## src/common/sched_pkg.sv

```systemverilog
`default_nettype none

package sched_pkg;

    ////////////////////
    // sizes
    ////////////////////
    localparam int NUM_PORTS   = 4;
    localparam int DATA_WIDTH  = 32;
    localparam int RANK_WIDTH  = 8;
    localparam int PORT_WIDTH  = 2;
    localparam int PIFO_DEPTH  = 8;
    // holds 0 to PIFO_DEPTH
    localparam int DEPTH_WIDTH = 4;
    localparam int CNT_WIDTH   = 16;

    ////////////////////
    // types
    ////////////////////
    typedef logic [NUM_PORTS-1:0]   port_mask_t;
    typedef logic [DEPTH_WIDTH-1:0] depth_t;

    // scheduling info carried next to the data word
    typedef struct packed {
        logic                  rank_valid;
        logic [PORT_WIDTH-1:0] dst_port;
        logic [RANK_WIDTH-1:0] rank;
    } meta_t;

    // single-beat packet
    typedef struct packed {
        meta_t                 meta;
        logic [DATA_WIDTH-1:0] data;
    } pkt_t;

    typedef struct packed {
        logic [CNT_WIDTH-1:0] dropped;
        logic [CNT_WIDTH-1:0] removed;
    } port_stats_t;

endpackage

`default_nettype wire
```

## src/rtl/sched_top.sv

```systemverilog
`timescale 1ns/1ps
`default_nettype none

module sched_top
    import sched_pkg::*;
(
    input  logic             axis_aclk,
    input  logic             rst,

    // ingress stream
    input  pkt_t             in_pkt,
    input  logic             in_valid,
    output logic             in_ready,

    // one egress stream per port
    output wire pkt_t        out_pkt [NUM_PORTS],
    output wire port_mask_t  out_valid,
    input  port_mask_t       out_ready,

    // status
    output wire depth_t      q_size [NUM_PORTS],
    output port_stats_t      stats [NUM_PORTS]
);

    wire port_mask_t full;
    port_mask_t      ins_en;
    port_mask_t      drop_en;
    port_mask_t      pop;
    pkt_t            ins_pkt;

    // a packet leaves on valid and ready
    assign pop = out_valid & out_ready;

    ////////////////////
    // admission
    ////////////////////
    enqueue_agent enqueue_agent_inst (
        .axis_aclk (axis_aclk),
        .rst       (rst),
        .in_pkt    (in_pkt),
        .in_valid  (in_valid),
        .in_ready  (in_ready),
        .full      (full),
        .ins_en    (ins_en),
        .ins_pkt   (ins_pkt),
        .drop_en   (drop_en)
    );

    ////////////////////
    // per-port calendars
    ////////////////////
    generate
        for (genvar p = 0; p < NUM_PORTS; p++) begin : g_port
            pifo_calendar pifo_inst (
                .axis_aclk (axis_aclk),
                .rst       (rst),
                .ins_en    (ins_en[p]),
                .ins_pkt   (ins_pkt),
                .pop       (pop[p]),
                .head      (out_pkt[p]),
                .out_valid (out_valid[p]),
                .full      (full[p]),
                .count     (q_size[p])
            );
        end
    endgenerate

    // drop and removal counters
    queue_stats queue_stats_inst (
        .axis_aclk (axis_aclk),
        .rst       (rst),
        .drop_en   (drop_en),
        .pop       (pop),
        .stats     (stats)
    );

endmodule

`default_nettype wire

```

## src/rtl/queue_stats.sv

```systemverilog
`timescale 1ns/1ps
`default_nettype none

module queue_stats
    import sched_pkg::*;
(
    input  logic        axis_aclk,
    input  logic        rst,

    // one pulse per dropped or removed packet
    input  port_mask_t  drop_en,
    input  port_mask_t  pop,

    output port_stats_t stats [NUM_PORTS]
);

    logic [CNT_WIDTH-1:0] dropped_q [NUM_PORTS];
    logic [CNT_WIDTH-1:0] removed_q [NUM_PORTS];

    ////////////////////
    // counters
    ////////////////////
    generate
        for (genvar p = 0; p < NUM_PORTS; p++) begin : g_port
            // wrap silently
            always_ff @(posedge axis_aclk) begin
                if (rst) begin
                    dropped_q[p] <= '0;
                end else if (drop_en[p]) begin
                    dropped_q[p] <= dropped_q[p] + CNT_WIDTH'(1);
                end
            end

            always_ff @(posedge axis_aclk) begin
                if (rst) begin
                    removed_q[p] <= '0;
                end else if (pop[p]) begin
                    removed_q[p] <= removed_q[p] + CNT_WIDTH'(1);
                end
            end

            assign stats[p] = '{dropped: dropped_q[p], removed: removed_q[p]};
        end
    endgenerate

endmodule

`default_nettype wire

```

## src/rtl/enqueue_agent.sv

```systemverilog
`timescale 1ns/1ps
`default_nettype none

module enqueue_agent
    import sched_pkg::*;
(
    input  logic       axis_aclk,
    input  logic       rst,

    input  pkt_t       in_pkt,
    input  logic       in_valid,
    output logic       in_ready,

    // calendar status, one bit per port
    input  port_mask_t full,

    // one-hot insert or drop for the registered packet
    output port_mask_t ins_en,
    output pkt_t       ins_pkt,
    output port_mask_t drop_en
);

    logic       ready_q;
    logic       pkt_vld;
    pkt_t       pkt_q;
    port_mask_t dst_mask;
    logic       keep;

    // never back-pressures once out of reset
    assign in_ready = ready_q;

    always_ff @(posedge axis_aclk) begin
        if (rst) begin
            ready_q <= 1'b0;
            pkt_vld <= 1'b0;
        end else begin
            ready_q <= 1'b1;
            pkt_vld <= in_valid & ready_q;
        end
    end

    always_ff @(posedge axis_aclk) begin
        if (in_valid && ready_q) begin
            pkt_q <= in_pkt;
        end
    end

    ////////////////////
    // decision stage
    ////////////////////
    assign dst_mask = port_mask_t'(1) << pkt_q.meta.dst_port;

    // full is sampled in the deciding cycle
    assign keep = pkt_q.meta.rank_valid & ~full[pkt_q.meta.dst_port];

    assign ins_en  = (pkt_vld && keep)  ? dst_mask : '0;
    assign drop_en = (pkt_vld && !keep) ? dst_mask : '0;
    assign ins_pkt = pkt_q;

endmodule

`default_nettype wire

```

## src/pifo/pifo_calendar.sv

```systemverilog
`timescale 1ns/1ps
`default_nettype none

module pifo_calendar
    import sched_pkg::*;
(
    input  logic   axis_aclk,
    input  logic   rst,

    input  logic   ins_en,
    input  pkt_t   ins_pkt,
    input  logic   pop,

    // entry 0 is the lowest rank
    output pkt_t   head,
    output logic   out_valid,
    output logic   full,
    output depth_t count
);

    pkt_t                  slot     [PIFO_DEPTH];
    pkt_t                  slot_up  [PIFO_DEPTH];
    pkt_t                  slot_dn  [PIFO_DEPTH];
    pkt_t                  slot_nxt [PIFO_DEPTH];
    logic [PIFO_DEPTH-1:0] rank_le;
    depth_t                ins_pos;
    depth_t                ins_idx;
    logic                  ins_ok;
    logic                  pop_ok;

    assign full      = (count == depth_t'(PIFO_DEPTH));
    assign out_valid = (count != '0);
    assign head      = slot[0];

    // full is judged on the count at the start of the cycle
    assign ins_ok = ins_en & ~full;
    assign pop_ok = pop & out_valid;

    ////////////////////
    // per-slot compare
    ////////////////////
    generate
        for (genvar i = 0; i < PIFO_DEPTH; i++) begin : g_slot
            // held entries at or below the new rank stay ahead of it
            assign rank_le[i] = (depth_t'(i) < count) &&
                                (slot[i].meta.rank <= ins_pkt.meta.rank);

            // neighbours for shifting back and forward
            if (i == 0) begin : g_first
                assign slot_dn[i] = ins_pkt;
            end else begin : g_dn
                assign slot_dn[i] = slot[i-1];
            end

            if (i == PIFO_DEPTH - 1) begin : g_last
                assign slot_up[i] = ins_pkt;
            end else begin : g_up
                assign slot_up[i] = slot[i+1];
            end
        end
    endgenerate

    // entries are sorted, so rank_le is a prefix and its popcount is the landing slot
    always_comb begin
        ins_pos = '0;
        for (int i = 0; i < PIFO_DEPTH; i++) begin
            ins_pos = ins_pos + depth_t'(rank_le[i]);
        end
        // head leaves this cycle, so everything sits one place further up
        if (pop_ok && ins_pos != '0) begin
            ins_idx = ins_pos - depth_t'(1);
        end else begin
            ins_idx = ins_pos;
        end
    end

    ////////////////////
    // next contents
    ////////////////////
    always_comb begin
        for (int i = 0; i < PIFO_DEPTH; i++) begin
            if (ins_ok && depth_t'(i) == ins_idx) begin
                slot_nxt[i] = ins_pkt;
            end else if (pop_ok) begin
                // shift forward up to the new entry
                slot_nxt[i] = (ins_ok && depth_t'(i) > ins_idx) ? slot[i] : slot_up[i];
            end else begin
                // make room behind the new entry
                slot_nxt[i] = (ins_ok && depth_t'(i) > ins_idx) ? slot_dn[i] : slot[i];
            end
        end
    end

    always_ff @(posedge axis_aclk) begin
        for (int i = 0; i < PIFO_DEPTH; i++) begin
            slot[i] <= slot_nxt[i];
        end
    end

    // occupancy
    always_ff @(posedge axis_aclk) begin
        if (rst) begin
            count <= '0;
        end else begin
            count <= count + depth_t'(ins_ok) - depth_t'(pop_ok);
        end
    end

endmodule

`default_nettype wire

```

## config.mk

```make
export PLATFORM = sky130hd
export DESIGN_NAME = sched_top
export DESIGN_NICKNAME = d
export VERILOG_FILES = /design/src/common/sched_pkg.sv /design/src/rtl/sched_top.sv /design/src/rtl/queue_stats.sv /design/src/rtl/enqueue_agent.sv /design/src/pifo/pifo_calendar.sv
export SDC_FILE = /design/constraint.sdc
export NUM_CORES = 2
export LEC_CHECK = 0
export ABC_AREA = 1
export BUFFER_PORTS_ARGS = -buffer_cell sky130_fd_sc_hd__buf_2
export CORE_ASPECT_RATIO = 0.6
export CORE_UTILIZATION = 32
export DETAILED_ROUTE_END_ITERATION = 6
export GPL_ROUTABILITY_DRIVEN = 0
export PLACE_DENSITY = 0.57
export RECOVER_POWER = 100
export SLEW_MARGIN = 15
export SYNTH_ARGS = -nofsm -noshare
export SYNTH_HDL_FRONTEND = slang
export SYNTH_HIERARCHICAL = 1
export SYNTH_SLANG_ARGS = --single-unit
```

## constraint.sdc

```tcl
create_clock -name axis_aclk -period 8.1 [get_ports axis_aclk]
set_clock_uncertainty 0.2 [all_clocks]
set_input_delay 1.62 -clock axis_aclk [delete_from_list [all_inputs] [get_ports axis_aclk]]
set_output_delay 1.62 -clock axis_aclk [all_outputs]
set_load 0.01 [all_outputs]
```

[After elaboration in Yosys (flattened, before gate mapping)]
Memory sizes are Yosys's and may differ from the RTL's.
Cells that the tools add are included.
Word-level totals
  flip-flop bits (word level): 61
  bits in writable memories: 1504
  input port bits: 50
  output and inout port bits: 321
  word-level logic and storage cells: 505
  memories: 6
Cells by class
  $add $sub $neg: 48
  magnitude comparators: 97
  eq/ne operators: 32
  shifts and indexed selects: 1
  multiplexer cells: 171
  bitwise operators: 24
  reduce and logical (&&, ||, !) cells: 116
Memories
  g_port[0].pifo_inst.slot: depth 8, bits a word 43, read ports 8, clocked after memory_dff 0, wr ports 8, line pifo_calendar.sv:21  | pkt_t slot [PIFO_DEPTH];
  g_port[1].pifo_inst.slot: depth 8, bits a word 43, read ports 8, clocked after memory_dff 0, wr ports 8, line pifo_calendar.sv:21
  g_port[2].pifo_inst.slot: depth 8, bits a word 43, read ports 8, clocked after memory_dff 0, wr ports 8, line pifo_calendar.sv:21
  g_port[3].pifo_inst.slot: depth 8, bits a word 43, read ports 8, clocked after memory_dff 0, wr ports 8, line pifo_calendar.sv:21
  queue_stats_inst.dropped_q: depth 4, bits a word 16, read ports 4, clocked after memory_dff 0, wr ports 4, line queue_stats.sv:17  | logic [CNT_WIDTH-1:0] dropped_q [NUM_PORTS];
  queue_stats_inst.removed_q: depth 4, bits a word 16, read ports 4, clocked after memory_dff 0, wr ports 4, line queue_stats.sv:18  | logic [CNT_WIDTH-1:0] removed_q [NUM_PORTS];
Operator list (number)
  $mux 43: 128
  $le 8x8->1: 32
  $add 16x1->16 const B: 8
  $mux 16: 8
  $add 4x1->4: 28
  $logic_and 1x1->1: 103
  $eq 3x4->1 const A: 16
  $gt 3x4->1 const A: 16
  $lt 3x4->1 const A: 16
  $eq 2x4->1 const A: 8
  $gt 1x4->1 const A: 8
  $gt 2x4->1 const A: 8
  $lt 1x4->1 const A: 8
  $lt 2x4->1 const A: 8
  $reduce_bool 4->1: 8
  $mux 1: 28
  $mux 4: 6
  $eq 1x4->1 const A: 4
  $eq 4x4->1 const B: 4
  $logic_not 4->1: 4
  $sub 4x1->4: 4
  $sub 4x1->4 const B: 4
  $and 1x1->1: 10
  $add 1x1->2: 4
  7 further kinds: 18

[Longest topological paths before layout]
An unclocked memory read counts as a cell.
  word-level depth: 18
  mapped depth: 30
  depth with buffers taken out: 29

[By module]
The synthesis kept the hierarchy.
Modules (own cells, without submodules)
  pifo_calendar at g_port[1].pifo_inst: instances 1, cells an instance 2388, area each 20075.5 µm², seq. area each 10410.0 µm²
  pifo_calendar at g_port[2].pifo_inst: instances 1, cells an instance 2385, area each 20049.2 µm², seq. area each 10410.0 µm²
  pifo_calendar at g_port[0].pifo_inst: instances 1, cells an instance 2387, area each 19992.9 µm², seq. area each 10410.0 µm²
  pifo_calendar at g_port[3].pifo_inst: instances 1, cells an instance 2386, area each 19921.6 µm², seq. area each 10410.0 µm²
  queue_stats: instances 1, cells an instance 938, area each 7505.9 µm², seq. area each 3843.7 µm²
  enqueue_agent: instances 1, cells an instance 74, area each 1452.6 µm², seq. area each 1331.3 µm²
  sched_top: instances 1, cells an instance 8, area each 30.0 µm², seq. area each 0.0 µm²

[Worst setup path after synthesis]
Ideal clock, no wire load.
  path type: register to register
  start point: register enqueue_agent_inst/ins_pkt[32] (netlist name)
  end point: memory g_port[2].pifo_inst/slot[0][100] in the netlist's numbering (enable)
  library setup time: 503 ps
  arrival time: 8191 ps
  data required time: 7397 ps
  path slack: -794 ps
  stages on the path, launching flop included: 24
  buffers on the path: 0
  period minus slack after synthesis: 8894 ps
  cells stage by stage: edfxtp_1 ha_1 inv_1 a21oi_1 o21ai_0 nand3_1 o211ai_1 o21ai_0 o21ai_0 fa_1 fa_1 fa_1 inv_1 ha_1 inv_1 fa_1 ha_1 nand3_2 nand2_1 nand2_1 nand2_2 nor2_4 nand2_1 o21ai_0
RTL lines (line)
  to (decl): pifo_calendar.sv:21

==> results.toml <==
[power_and_ir_drop]
power_leakage_nw = 41.9
power.density_mw_per_mm2 = 426
pwr-share-clk_pct = 18.4
ir_drop_uv = 446
internal-power_mw = 23.7
combPwrFrac_pct = 44.9
p_sw_share_pct = 43.3
seq_power_share_pct = 36.7
p_sw_mw = 18.1

[run_status]
violations = "max-capacitance violations, max-slew violations"
run_status = "finished with violations"

[drt]
wl_per_cell_um = 21.1
routed_wl_um = 303000
drc = 0
vias_per_cell = 5.03
vias = 72400
first_iter_violations = 9411
drtAntennaViolNets = 0
dr.pass1.iters = 6

[finish]
final_nets = 11000
mostFrequentLayoutCell = "nand2_1"
post-route-cell-area_sq_mm = 0.0980
final_cell_mix = "nand2_1 (4017), o21ai_0 (1791), edfxtp_1 (1547), inv_1 (865), nand3_1 (449)"
drive_above_1_share_pct = 5.17
syn_to_final_growth_pct = 10.1

[global_routing]
grtUsageTotal_pct = 21.0
grt_max_degree = 223
grt_pass1_wl_um = 444000
antenna_found_initial = 23
grt-ovfl-total = 0
grt_pass1_vias = 64500

[timing]
final.setup.tns_ns = 0
layout_min_cycle_time_ns = 7.68
slew-limit-headroom_pct = -127
rsz0062_at_grt = "no"
fin_ws_ns = 0.424
final.period_utilization_pct = 94.8
setup_violations = 0
hold_viol_final = 0
final_max_slew_viol_count = 103
clock.fmax_mhz = 130
tightest_slew_ns = 3.41

[placed_design]
place_hpwl_um = 191000
place_ws_ns = 0.493
io_buffers = 370
place_area_sq_mm = 0.0939

[setup_path]
start_kind = "flop"
cp_max_fo = 86
cp-end-kind = "flop"
crit_slowest_cell = "edfxtp_1"
worstPathArrival_ns = 7.98
crit_chain = "inv_1 > ha_1 > nand2_1 > nor2_1 > nand4_1 > o21ai_0 > o21ai_0 > fa_1 > fa_1 > fa_1 > inv_1 > ha_1 > inv_1 > fa_1 > ha_1 > nand3_2 > nand2_2 > nand2_1 > nand2_1 > nor2_1 > nand2_2 > buf_4 > o21ai_0"
crit_family = "adder cells"
path_buf_inv = 4
worstPathRequired_ns = 8.40
path_class = "reg2reg"
max_stage_delay_ns = 0.80
path_common_cell = "fa_1"

[logic_synthesis]
syn_inst = 10600
synth_cell_type_count = 46
yosysSeqAreaShare_pct = 52.6
synthesis.area_sq_mm = 0.0890
ys_warn_count = 6
ys.flop_type = "edfxtp_1"
synth_edf_count = 1547
postSynthAreaPerCell_sq_um = 8.43
async_reset_ff_share_pct = 0
synth_fp_nets = 10900
synth_seq_cells = 1565

[job]
drv_cap = 3

[cts]
cts.sinks = 1565
post-cts-setup-buffers = 0
htree_num_levels = 4
cts_tree = "built"
cts_made_buffers = 171
clk_latency_ns = 0.86
clock_path_buffers = 4
clk_pin_slew_ns = 0.07
post_cts_resized = 0
clockRootBuffer = "clkbuf_16"
cts_hold_buf = 0

[die]
initial_utilization_pct = 32.3
die_x_um = 683
boundaryPins = 371
core_sq_mm = 0.276
die_h_um = 411
row_count = 149
dieArea_sq_mm = 0.280

[worst_hold_path]
hold_path.class = "reg2reg"
==> layout make-up <==
class                      instances  area (sq um)
inverter                         872          3270
timing repair buffer             569          3240
clock inverter                    63           539
tap                             3699          4630
multi-input combinational       7397         34900
fill                           28500        178000
sequential                      1565         46800
antenna                            5          12.5
clock buffer                     228          4620
==> tightest hold or removal path, stage by stage (launching register included) <==
cell      delay (ns)
edfxtp_1        0.35
nand3_1         0.07
nand2_1         0.06
==> registers in the layout (all words and copies together) (netlist names) <==
register,count
enqueue_agent_inst/ins_pkt,43
queue_stats_inst/dropped_q,64
enqueue_agent_inst/in_ready,1
g_port.pifo_inst/slot,1376
enqueue_agent_inst/pkt_vld,1
queue_stats_inst/removed_q,64
g_port.pifo_inst/count,16
==> cell families (layout without fill, tap and decap cells) <==
kind of cell	count (synthesis)	count (layout)	synth area share, %
AND/OR/NAND/NOR	4955	4955	22.3
AO/OA/AOI/OAI	2097	2097	12.0
buffers and inverters	1604	1732	8.18
flip-flops	1565	1565	52.6
adder cells (fa/ha/maj)	328	328	4.78
XOR/XNOR	17	17	0.167
other	0	5	0
==> metrics by stage <==
| stage | hold WS [ns] | std cells | total power [mW] | util, % |
|---|---|---|---|---|
| 2_1_floorplan | 0.275 | 10600 | 28.7 | - |
| 3_3_place_gp | 0.336 | 14100 | 34.3 | 34.0 |
| 3_5_place_dp | 0.334 | 14100 | 34.5 | 34.0 |
| 4_1_cts | 0.317 | 14400 | 42.4 | 35.9 |
| 5_1_grt | 0.351 | 14400 | 45.1 | 35.6 |
| 6_report | 0.330 | 14400 | 41.8 | 35.6 |
==> power by group through the flow <==
stage                     combinational (mW)  sequential, mW  clock [mW]
after global placement                  19.0            15.3           0
final                                   18.7            15.3        7.70
after floorplan                         13.7            15.0           0
after CTS                               19.2            15.2        7.88
after detailed placement                19.1            15.4           0
after global routing                    21.4            15.6        8.15
==> worst paths after layout <==
| kind | from | end | slack (ns) | cells past startpoint |
|---|---|---|---|---|
| worst min-delay path | g_port[3].pifo_inst/slot[0][43]$_DFFE_PP_ | g_port[3].pifo_inst/slot[0][0]$_DFFE_PP_ | 0.33 | 2 |
| worst max register to register | enqueue_agent_inst/ins_pkt[38]$_DFFE_PP_ | g_port[1].pifo_inst/slot[0][146]$_DFFE_PP_ | 0.42 | 23 |
| worst min register to register | g_port[3].pifo_inst/slot[0][43]$_DFFE_PP_ | g_port[3].pifo_inst/slot[0][0]$_DFFE_PP_ | 0.33 | 2 |
| worst max-delay path | enqueue_agent_inst/ins_pkt[38]$_DFFE_PP_ | g_port[1].pifo_inst/slot[0][146]$_DFFE_PP_ | 0.42 | 23 |
==> routing by layer <==
layer	vias to the layer above	track usage [%]	wire length, um
met5	-	0	13
met4	2	3.70	5680
met3	267	4.84	31300
met2	3080	29.0	120000
met1	34100	33.0	146000
li1	35000	-	-
==> cell usage after synthesis (all sizes together) (16+ instances only) <==
master	instances	area [sq um]
xor2	16	140
dfxtp	18	360
nand2	4068	15400
a21oi	180	923
edfxtp	1547	46500
o21ai	1853	9300
buf	399	2760
nand3	455	2320
nor2	367	1610
fa	20	400
o21bai	17	128
ha	308	3850
clkbuf	333	1250
nand4	38	269
inv	872	3270
Note: power is estimated with default switching activity, not from simulation.
